--- config.mk ---
export PLATFORM = sky130hd
export DESIGN_NAME = cpuTop
export DESIGN_NICKNAME = d
export VERILOG_FILES = /design/src/rtl/cpuPkg.sv /design/src/rtl/alu.sv /design/src/rtl/cpuTop.sv /design/src/rtl/decodeStage.sv /design/src/rtl/executeStage.sv /design/src/rtl/fetchStage.sv /design/src/rtl/memoryStage.sv /design/src/rtl/registerFile.sv
export SDC_FILE = /design/constraint.sdc
export NUM_CORES = 1
export LEC_CHECK = 0
export BUFFER_PORTS_ARGS = -buffer_cell sky130_fd_sc_hd__buf_2
export CAP_MARGIN = 10
export CORE_MARGIN = 2
export CORE_UTILIZATION = 63
export DETAILED_ROUTE_END_ITERATION = 7
export GPL_TIMING_DRIVEN = 0
export PLACE_DENSITY = 0.78
export SLEW_MARGIN = 30
export SYNTH_ARGS = -nofsm -noshare
export SYNTH_HDL_FRONTEND = slang
export SYNTH_SLANG_ARGS = --single-unit
--- constraint.sdc ---
create_clock -name clk -period 6.7 [get_ports clk]
set_input_delay 1.005 -clock clk [delete_from_list [all_inputs] [get_ports clk]]
set_output_delay 1.005 -clock clk [all_outputs]
set_load 0.005 [all_outputs]
--- src/rtl/cpuPkg.sv ---
`default_nettype none

package cpuPkg;

  //////////////////////////////
  // Widths and base types
  //////////////////////////////
  localparam int wordWidth = 16;

  typedef logic [wordWidth-1:0] word_t;  // Data, instruction or address
  typedef logic [3:0]           regAddr_t;
  typedef logic [3:0]           opcode_t;

  //////////////////////////////
  // Opcodes
  //////////////////////////////
  localparam opcode_t opAdd = 4'd0;
  localparam opcode_t opSub = 4'd1;
  localparam opcode_t opAnd = 4'd2;
  localparam opcode_t opNor = 4'd3;
  localparam opcode_t opSll = 4'd4;
  localparam opcode_t opSrl = 4'd5;
  localparam opcode_t opSra = 4'd6;
  localparam opcode_t opLw  = 4'd8;
  localparam opcode_t opSw  = 4'd9;
  localparam opcode_t opLlb = 4'd10;
  localparam opcode_t opHlt = 4'd15;

  //////////////////////////////
  // Pipeline entries
  //////////////////////////////
  typedef struct packed {
    opcode_t aluOp;     // Operation the ALU performs
    logic    useImm;    // B operand from immediate
    logic    memRead;   // Load
    logic    memWrite;  // Store
    logic    regWrite;  // Writes rd, never set for R0
    logic    isHalt;
  } ctrl_t;

  // Decode to execute
  typedef struct packed {
    ctrl_t    ctrl;
    word_t    pc;
    word_t    opA;   // Register file value of rs
    word_t    opB;   // Register file value of rt, rd for SW
    word_t    imm;   // Sign extended offset or LLB byte
    regAddr_t rs;
    regAddr_t rt;    // Second source, holds the data register on SW
    regAddr_t rd;
  } idEx_t;

  // Execute to memory
  typedef struct packed {
    ctrl_t    ctrl;
    word_t    pc;
    word_t    aluResult;  // Also the load/store address
    word_t    storeData;
    regAddr_t rd;
  } exMem_t;

  typedef struct packed {
    logic     regWrite;
    regAddr_t rd;
    word_t    data;
  } wbPort_t;

  typedef struct packed {
    word_t addr;
    word_t writeData;
    logic  read;
    logic  write;  // Strobe, write at the clock edge
  } dmemReq_t;

endpackage

`default_nettype wire

--- src/rtl/alu.sv ---
`timescale 1ns/100ps
`default_nettype none

module alu (
  input  wire cpuPkg::opcode_t aluOp,
  input  wire cpuPkg::word_t   a,
  input  wire cpuPkg::word_t   b,
  output cpuPkg::word_t        result
);
  import cpuPkg::*;

  logic [3:0] shamt;

  assign shamt = b[3:0];  // Only low nibble counts

  always_comb begin
    case (aluOp)
      opAdd:   result = a + b;             // Also LW/SW address
      opSub:   result = a - b;
      opAnd:   result = a & b;
      opNor:   result = ~(a | b);
      opSll:   result = a << shamt;
      opSrl:   result = a >> shamt;
      opSra:   result = word_t'($signed(a) >>> shamt);
      opLlb:   result = b;                 // Immediate straight through
      default: result = '0;
    endcase
  end

endmodule

`default_nettype wire

--- src/rtl/cpuTop.sv ---
`timescale 1ns/100ps
`default_nettype none

module cpuTop (
  input  wire logic             clk,
  input  wire logic             reset,
  output cpuPkg::word_t         imemAddr,
  input  wire cpuPkg::word_t    imemData,
  output cpuPkg::dmemReq_t      dmemReq,
  input  wire cpuPkg::word_t    dmemReadData,
  output logic                  hlt,
  output cpuPkg::word_t         pc
);
  import cpuPkg::*;

  word_t   ifInstr, ifPc;
  logic    stall;
  idEx_t   idEx;
  exMem_t  exMem;
  wbPort_t wb;        // Writeback, also the late forwarding source
  logic    halting;
  word_t   haltPc;

  assign pc = imemAddr;  // Program counter doubles as the fetch address

  //////////////////////////////
  // Five stages
  //////////////////////////////
  fetchStage fetch_i (
    .clk(clk), .reset(reset), .imemData(imemData), .stall(stall),
    .halting(halting), .haltPc(haltPc), .imemAddr(imemAddr),
    .ifInstr(ifInstr), .ifPc(ifPc)
  );

  decodeStage decode_i (
    .clk(clk), .reset(reset), .ifInstr(ifInstr), .ifPc(ifPc), .wb(wb),
    .halting(halting), .stall(stall), .idEx(idEx)
  );

  executeStage execute_i (
    .clk(clk), .reset(reset), .idEx(idEx), .exMemFwd(exMem), .wb(wb),
    .halting(halting)
  );

  // Memory plus writeback register
  memoryStage memory_i (
    .clk(clk), .reset(reset), .exMem(exMem), .dmemReadData(dmemReadData),
    .dmemReq(dmemReq), .wb(wb), .halting(halting), .haltPc(haltPc), .hlt(hlt)
  );

endmodule

`default_nettype wire

--- src/rtl/decodeStage.sv ---
`timescale 1ns/100ps
`default_nettype none

module decodeStage (
  input  wire logic            clk,
  input  wire logic            reset,
  input  wire cpuPkg::word_t   ifInstr,
  input  wire cpuPkg::word_t   ifPc,
  input  wire cpuPkg::wbPort_t wb,
  input  wire logic            halting,
  output logic                 stall,
  output cpuPkg::idEx_t        idEx
);
  import cpuPkg::*;

  opcode_t  opcode;
  regAddr_t rdAddr, rsAddr, rtAddr;
  regAddr_t srcB;           // rt, or rd when storing
  word_t    rsData, rtData;
  word_t    imm;
  ctrl_t    ctrl;
  logic     usesA, usesB;   // Which sources really get read

  // Instruction fields
  assign opcode = ifInstr[15:12];
  assign rdAddr = ifInstr[11:8];
  assign rsAddr = ifInstr[7:4];
  assign rtAddr = ifInstr[3:0];

  assign srcB = (opcode == opSw) ? rdAddr : rtAddr;
  assign imm  = (opcode == opLlb) ? {{8{ifInstr[7]}}, ifInstr[7:0]}
                                  : {{12{ifInstr[3]}}, ifInstr[3:0]};  // Shift amount too

  registerFile regFile_i (
    .clk(clk), .reset(reset), .rsAddr(rsAddr), .rtAddr(srcB),
    .rsData(rsData), .rtData(rtData), .wb(wb)
  );

  //////////////////////////////
  // Control decode
  //////////////////////////////
  always_comb begin
    ctrl  = '0;
    usesA = 1'b0;
    usesB = 1'b0;
    case (opcode)
      opAdd, opSub, opAnd, opNor: begin
        ctrl.aluOp = opcode; ctrl.regWrite = 1'b1;
        usesA = 1'b1; usesB = 1'b1;
      end
      opSll, opSrl, opSra: begin
        ctrl.aluOp = opcode; ctrl.useImm = 1'b1; ctrl.regWrite = 1'b1;
        usesA = 1'b1;
      end
      opLw: begin
        ctrl.aluOp = opAdd; ctrl.useImm = 1'b1;  // Address add
        ctrl.memRead = 1'b1; ctrl.regWrite = 1'b1;
        usesA = 1'b1;
      end
      opSw: begin
        ctrl.aluOp = opAdd; ctrl.useImm = 1'b1; ctrl.memWrite = 1'b1;
        usesA = 1'b1; usesB = 1'b1;               // Base and data
      end
      opLlb: begin
        ctrl.aluOp = opLlb; ctrl.useImm = 1'b1; ctrl.regWrite = 1'b1;
      end
      opHlt:   ctrl.isHalt = 1'b1;
      default: ctrl = '0;                         // Unused opcodes do nothing
    endcase
    if (rdAddr == '0) ctrl.regWrite = 1'b0;       // R0 stays zero
  end

  // Load-use hazard against the load now in execute
  assign stall = idEx.ctrl.memRead && (idEx.rd != '0) &&
                 ((usesA && idEx.rd == rsAddr) || (usesB && idEx.rd == srcB));

  // Decode/execute register
  always_ff @(posedge clk) begin
    if (reset || stall || halting) idEx.ctrl <= '0;  // Bubble
    else                           idEx.ctrl <= ctrl;
    idEx.pc  <= ifPc;
    idEx.opA <= rsData;
    idEx.opB <= rtData;
    idEx.imm <= imm;
    idEx.rs  <= rsAddr;
    idEx.rt  <= srcB;
    idEx.rd  <= rdAddr;
  end

endmodule

`default_nettype wire

--- src/rtl/executeStage.sv ---
`timescale 1ns/100ps
`default_nettype none

module executeStage (
  input  wire logic            clk,
  input  wire logic            reset,
  input  wire cpuPkg::idEx_t   idEx,
  output cpuPkg::exMem_t       exMemFwd,  // Also the early forwarding source
  input  wire cpuPkg::wbPort_t wb,
  input  wire logic            halting
);
  import cpuPkg::*;

  word_t fwdA, fwdB;
  word_t aluB;
  word_t aluResult;

  //////////////////////////////
  // Forwarding
  //////////////////////////////
  // Newest producer wins, memory stage before writeback
  function automatic word_t forward(regAddr_t src, word_t regVal, exMem_t em,
                                    wbPort_t w);
    if (em.ctrl.regWrite && em.rd != '0 && em.rd == src)
      return em.aluResult;  // Never a load, stall keeps it out
    else if (w.regWrite && w.rd != '0 && w.rd == src)
      return w.data;
    else
      return regVal;
  endfunction

  assign fwdA = forward(idEx.rs, idEx.opA, exMemFwd, wb);
  assign fwdB = forward(idEx.rt, idEx.opB, exMemFwd, wb);  // Store data on SW

  assign aluB = idEx.ctrl.useImm ? idEx.imm : fwdB;

  alu alu_i (
    .aluOp(idEx.ctrl.aluOp), .a(fwdA), .b(aluB), .result(aluResult)
  );

  // Execute/memory register
  always_ff @(posedge clk) begin
    if (reset || halting) exMemFwd.ctrl <= '0;
    else                  exMemFwd.ctrl <= idEx.ctrl;
    exMemFwd.pc        <= idEx.pc;
    exMemFwd.aluResult <= aluResult;
    exMemFwd.storeData <= fwdB;
    exMemFwd.rd        <= idEx.rd;
  end

endmodule

`default_nettype wire

--- src/rtl/fetchStage.sv ---
`timescale 1ns/100ps
`default_nettype none

module fetchStage (
  input  wire logic          clk,
  input  wire logic          reset,
  input  wire cpuPkg::word_t imemData,
  input  wire logic          stall,     // Load-use hold
  input  wire logic          halting,
  input  wire cpuPkg::word_t haltPc,
  output cpuPkg::word_t      imemAddr,
  output cpuPkg::word_t      ifInstr,
  output cpuPkg::word_t      ifPc
);
  import cpuPkg::*;

  word_t pcReg;

  assign imemAddr = pcReg;  // Memory answers in the same cycle

  //////////////////////////////
  // Program counter
  //////////////////////////////
  always_ff @(posedge clk) begin
    if (reset) begin
      pcReg <= '0;
    end else if (halting) begin
      pcReg <= haltPc;            // Back to HLT and stay there
    end else if (!stall) begin
      pcReg <= pcReg + word_t'(1);
    end
  end

  // Fetch/decode register
  // All-zero word decodes as ADD R0, which never writes
  always_ff @(posedge clk) begin
    if (reset || halting) begin
      ifInstr <= '0;
      ifPc    <= '0;
    end else if (!stall) begin
      ifInstr <= imemData;
      ifPc    <= pcReg;
    end
  end

endmodule

`default_nettype wire

--- src/rtl/memoryStage.sv ---
`timescale 1ns/100ps
`default_nettype none

module memoryStage (
  input  wire logic           clk,
  input  wire logic           reset,
  input  wire cpuPkg::exMem_t exMem,
  input  wire cpuPkg::word_t  dmemReadData,
  output cpuPkg::dmemReq_t    dmemReq,
  output cpuPkg::wbPort_t     wb,
  output logic                halting,
  output cpuPkg::word_t       haltPc,
  output logic                hlt
);
  import cpuPkg::*;

  word_t wbData;
  word_t haltPcReg;  // Address of the HLT, kept once the pipe drains

  //////////////////////////////
  // Data memory request
  //////////////////////////////
  assign dmemReq.addr      = exMem.aluResult;
  assign dmemReq.writeData = exMem.storeData;
  assign dmemReq.read      = exMem.ctrl.memRead;
  assign dmemReq.write     = exMem.ctrl.memWrite;

  assign wbData = exMem.ctrl.memRead ? dmemReadData : exMem.aluResult;

  // Memory/writeback register
  always_ff @(posedge clk) begin
    if (reset || halting) wb.regWrite <= 1'b0;
    else                  wb.regWrite <= exMem.ctrl.regWrite;
    wb.rd   <= exMem.rd;
    wb.data <= wbData;
  end

  //////////////////////////////
  // Halt capture
  //////////////////////////////
  always_ff @(posedge clk) begin
    if (reset) hlt <= 1'b0;
    else if (exMem.ctrl.isHalt) hlt <= 1'b1;  // Sticky
  end

  always_ff @(posedge clk) begin
    if (exMem.ctrl.isHalt && !hlt) haltPcReg <= exMem.pc;
  end

  // High from HLT in this stage onward
  assign halting = exMem.ctrl.isHalt | hlt;
  assign haltPc  = hlt ? haltPcReg : exMem.pc;

endmodule

`default_nettype wire

--- src/rtl/registerFile.sv ---
`timescale 1ns/100ps
`default_nettype none

module registerFile (
  input  wire logic             clk,
  input  wire logic             reset,
  input  wire cpuPkg::regAddr_t rsAddr,
  input  wire cpuPkg::regAddr_t rtAddr,
  output cpuPkg::word_t         rsData,
  output cpuPkg::word_t         rtData,
  input  wire cpuPkg::wbPort_t  wb
);
  import cpuPkg::*;

  word_t regs [16];

  // Read with same-cycle write bypass
  function automatic word_t readPort(regAddr_t addr, word_t stored, wbPort_t w);
    if (addr == '0)                      return '0;
    else if (w.regWrite && w.rd == addr) return w.data;
    else                                 return stored;
  endfunction

  assign rsData = readPort(rsAddr, regs[rsAddr], wb);
  assign rtData = readPort(rtAddr, regs[rtAddr], wb);

  always_ff @(posedge clk) begin
    if (reset) begin
      for (int i = 0; i < 16; i++) regs[i] <= '0;
    end else if (wb.regWrite && wb.rd != '0) begin
      regs[wb.rd] <= wb.data;  // R0 never written
    end
  end

endmodule

`default_nettype wire

==> summary by stage <==
Global routing
The total overflow reported by the global router is 0. The via count of the first global-routing pass was 20.5k. The number of antenna violations at the first check in global routing was 2.

In the global route stage, overall resource usage came out at 0.403. The global-route wire length before repair is between 100000 and 150000 um. Entering global routing, the biggest net connects 25 pins.

Clock network
The later-pin clock latency in the skew report is between 0.6 and 0.7 ns. TritonCTS built the clock tree. The number of buffers on the longest clock path is 3. The hold buffer count at cts is 0. The tree built by TritonCTS fans out to approximately 480 sinks.

The clock buffer count from CTS is 50. In this run the post-CTS setup repair buffer count came out at 0. Gates resized during post-CTS repair numbered 0. The number of levels the H-tree was split into is 2. The CTS root buffer is sky130_fd_sc_hd__clkbuf_16. After clock tree synthesis, the clock-pin slew on the worst setup and hold paths is around 0.07 ns.

Run
Across the run, the number of max-cap violations was 0.

Finish
The number of antenna repair diodes is 0. The multi-input combinational cells in the finished layout cover a total of ~12000 sq um. Leaving out filler cells and counting taps, the final layout contains ~3.2k.

The fraction of layout cells with a size suffix above 1 is 0.169. The most frequent standard cell in the layout excluding fill and tap cells is sky130_fd_sc_hd__nand2_1. The library cells used most frequently in the layout, excluding fill and tap cells, are sky130_fd_sc_hd__nand2_1 (343), sky130_fd_sc_hd__edfxtp_1 (272), sky130_fd_sc_hd__and2_1 (250).

The growth of design area from synthesis to finish is 11.5%. Summing all non-filler instances in the final layout gives an area of approximately 28000 sq um. The filler cell count is 2925.

The net total in the final layout is around 2.7k. The total area of sequential cells is 12300 sq um.

Die
The die covers roughly 42000 sq um. Pin placement for this block handled roughly 100 I/O pins. The die is between 200 and 250 um tall. The area of the core is between 30000 and 40000 sq um. The floorplan step set the die width to just over 200 um.

The initial cell density of the core is 0.641. The floorplan row count is 73.

Power and ir drop
The share of total power dissipated in combinational logic is 0.268. Internal power comes to around 5.8 mW. The switching power as a share of total power is 0.337. The share of total power dissipated in sequential elements is 0.407. In this run the power spent charging and discharging nets is approximately 3 mW. Of the total power, the clock network draws 0.325.

For this design the static power due to leakage is 11.2 nW. For this design the ratio of total power to cell area is 305 nW/um^2. IR analysis of the VDD net gives a maximum drop of 0.229 mV.

Worst setup path
The source of the worst register-to-register timing path is memory_i.wb[19]. The data arrival time at the worst-slack endpoint is approximately 6.8 ns. The endpoint of the worst-slack reg-to-reg timing path is execute_i.exMemFwd[35]. The class of the most critical setup path is reg2reg. The sort of element at the start of the critical path is a flop. For this design, the slowest cell found on the critical path is sky130_fd_sc_hd__xnor2_1.

The data required time at the worst endpoint is around 7.1 ns. The worst reg-to-reg path cell count is 21. The endpoint type of the worst setup path is a flop. Walking the worst path, the cells encountered are buf_4, xnor2_1, nand2_1, o21ai_0, a311oi_1, a21oi_2, buf_2, buf_2, ha_1, a21oi_1, ha_1, nor2b_1, o31ai_1, a211oi_1, a2111o_1, a21o_1, a21o_1, a31oi_1, o21ai_0, xnor2_1, o221ai_1. The largest single stage delay on the critical path is ~0.52 ns. In this run the worst path has a maximum fanout of 12.

In this run the register-to-register setup slack is ~0.34 ns.

Timing
The slew at the pin closest to its max-slew limit is 1.06 ns. The worst-case clock skew is 0.0448 ns. Setup slack closes at 0.339 ns.

The final critical path time including I/O delays and setup is ~6.4 ns. The worst relative slew slack is 0.294. Setup total negative slack on the finished layout was measured at 0 ns. In the finished design, the share of the clock period the worst path needs comes to 0.949.

The number of setup violations in the final report is 0. The maximum clock frequency is approximately 0.16 GHz. Setup repair after global routing left no endpoint under its margin. The post-route worst hold slack is between 0.3 and 0.4 ns. The number of pins exceeding their max-slew limit in the final report is 0. The final number of hold-violating endpoints is 0.

Min path
The hold path depth is 0. The startpoint identified for the worst hold timing path is decode_i.idEx[66]. The worst min-delay path endpoint is execute_i.exMemFwd[42]. The path category of the worst min-delay check is reg2reg.

Place
The number of port buffers is 99. The total half-perimeter wirelength after legalization and detailed placement is about 62000 um. Routability-driven placement finished with a final weighted congestion of roughly 1.

The placed instance count is between 3k and 4k. Prior to clock tree synthesis, the placed netlist has a worst setup slack of about 0.57 ns. The cell area after placement is roughly 27000 sq um.

Yosys
The average size of a mapped cell is a little over 10 sq um. In the synthesized netlist the dominant register cell turns out to be sky130_fd_sc_hd__edfxtp_1. The cell area after synthesis is approximately 26000 sq um. For this run, the number of Yosys warnings is 0. After synthesis, the share of flip-flops with an asynchronous set or reset is 0. The instance count of the mapped netlist is about 2.5k. The synthesized design contains approximately 480 register bits. The number of synthesized flops with an enable pin is between 200 and 300.

After synthesis, the netlist uses between 90 and 100 different library cells. The post-synthesis sequential area ratio is 0.482.

Detailed routing
The via count is around 21k. In the routed design, unresolved DRC markers number 0. The first detailed-routing pass took 6 iterations. Once detail routing completed, the nets flagged for antenna violations numbered 0. The count of routing violations after the opening detailed-route iteration is ~3.1k. The detail-routed net length per standard cell is roughly 27 um.

The overall routed net length is between 80000 and 90000 um. The via density per instance is between 6 and 7.

Outcome
The flow ran to the end, and the final reports show no timing, DRC or antenna violations.
[logic make-up (layout without fill, tap and decap cells)]
family,count (synthesis),after routing,share of synthesized area
and+or+nand+nor,1009,1009,0.193
xor gates and xnor gates,66,66,0.0226
buffers and inverters,272,465,0.0528
other,1,16,0.000147
adders and majority gates,21,21,0.0106
DFF,479,479,0.482
muxes,219,219,0.128
AOI/OAI and AO/OA,394,394,0.110
[flip-flops by register name, summed over array words and instances (netlist names), named ones only]
signal                   cells
memory_i.wb                 21
decode_i.idEx               77
execute_i.exMemFwd          56
fetch_i.ifPc                16
decode_i.regFile_i.regs    256
fetch_i.ifInstr             16
memory_i.haltPcReg          16
fetch_i.imemAddr            16
memory_i.hlt                 1
[cells in the mapped netlist, types with 5 or more instances]
cell / n / share of area
sky130_fd_sc_hd__nand2_1: 343 / 0.050
sky130_fd_sc_hd__edfxtp_1: 272 / 0.32
sky130_fd_sc_hd__and2_1: 250 / 0.061
sky130_fd_sc_hd__dfxtp_1: 207 / 0.16
sky130_fd_sc_hd__nor2_1: 168 / 0.025
sky130_fd_sc_hd__clkbuf_1: 131 / 0.019
sky130_fd_sc_hd__mux2i_1: 103 / 0.040
sky130_fd_sc_hd__nand3_1: 94 / 0.018
sky130_fd_sc_hd__a21oi_1: 80 / 0.016
sky130_fd_sc_hd__mux4_2: 80 / 0.071
sky130_fd_sc_hd__buf_4: 59 / 0.017
sky130_fd_sc_hd__a311oi_1: 55 / 0.019
sky130_fd_sc_hd__o21ai_0: 47 / 0.0092
sky130_fd_sc_hd__and3_1: 45 / 0.011
sky130_fd_sc_hd__xnor2_1: 43 / 0.015
sky130_fd_sc_hd__a211oi_1: 39 / 0.011
sky130_fd_sc_hd__nor3_1: 38 / 0.0075
sky130_fd_sc_hd__a31oi_1: 34 / 0.0083
sky130_fd_sc_hd__mux2_2: 27 / 0.012
sky130_fd_sc_hd__buf_1: 24 / 0.0035
sky130_fd_sc_hd__buf_2: 23 / 0.0045
sky130_fd_sc_hd__inv_1: 23 / 0.0034
sky130_fd_sc_hd__xor2_1: 23 / 0.0079
sky130_fd_sc_hd__ha_1: 20 / 0.0098
sky130_fd_sc_hd__or2_2: 20 / 0.0049
sky130_fd_sc_hd__a21o_1: 17 / 0.0050
sky130_fd_sc_hd__a22oi_1: 11 / 0.0032
sky130_fd_sc_hd__o211ai_1: 11 / 0.0032
sky130_fd_sc_hd__o21ai_1: 9 / 0.0018
sky130_fd_sc_hd__a221oi_1: 8 / 0.0027
sky130_fd_sc_hd__buf_6: 8 / 0.0035
sky130_fd_sc_hd__o22ai_1: 8 / 0.0020
sky130_fd_sc_hd__nor2b_1: 7 / 0.0017
sky130_fd_sc_hd__o31ai_1: 7 / 0.0021
sky130_fd_sc_hd__nand4_1: 6 / 0.0015
sky130_fd_sc_hd__or3_1: 6 / 0.0015
sky130_fd_sc_hd__a221o_1: 5 / 0.0020
sky130_fd_sc_hd__nor4_1: 5 / 0.0012
sky130_fd_sc_hd__o21a_1: 5 / 0.0015
[cell type report]
class,count,share of cell area
Timing Repair Buffer,99,0.0174
Inverter,26,0.00361
Clock buffer,60,0.0467
Sequential cell,479,0.433
Tap cell,525,0.0231
Multi-Input combinational cell,1725,0.420
Clock inverter,34,0.0118
Buffer,246,0.0441
[power by group through the flow]
stage,Clock [mW],Sequential [mW],Combinational [mW]
2_1_floorplan,0,3.49,1.46
3_3_place_gp,0,3.57,2.20
3_5_place_dp,0,3.58,2.22
4_1_cts,2.81,3.52,2.23
5_1_grt,2.92,3.55,2.45
6_report,2.82,3.53,2.33
[worst max path at each step]
| stage | cells after the start | slack (ns) | endpoint | start |
|---|---|---|---|---|
| floorplan | 23 | 1.89 | execute_i.exMemFwd[35] | memory_i.wb[17] |
| global placement | 21 | 0.64 | execute_i.exMemFwd[35] | memory_i.wb[19] |
| detailed placement | 21 | 0.57 | execute_i.exMemFwd[35] | memory_i.wb[19] |
| CTS | 21 | 0.49 | execute_i.exMemFwd[35] | memory_i.wb[19] |
| global route | 21 | 0.06 | execute_i.exMemFwd[35] | memory_i.wb[19] |
| finish | 21 | 0.34 | execute_i.exMemFwd[35] | memory_i.wb[19] |
[through the flow]
step            util  total power, mW
5_1_grt        0.714             8.91
2_1_floorplan      -             4.96
3_3_place_gp   0.671             5.77
6_report       0.714             8.68
4_1_cts        0.714             8.56
3_5_place_dp   0.672             5.80
[routing by layer]
metal,GRT usage,routed length [um],share of wire
met5,0,13,0.00015
met3,0.129,12900,0.15
met2,0.611,37200,0.44
met1,0.536,30900,0.36
met4,0.169,3660,0.043
[critical path, delay by kind of cell (launching register included)]
family                   cells  cell delay [ns]
buffers and inverters        3             0.93
AO/OA/AOI/OAI               12             3.03
adder cells (fa/ha/maj)      2             0.57
flip-flops                   1             0.33
AND/OR/NAND/NOR              2             0.54
XOR/XNOR                     2             0.74
Power figures use the tool's default switching activity.
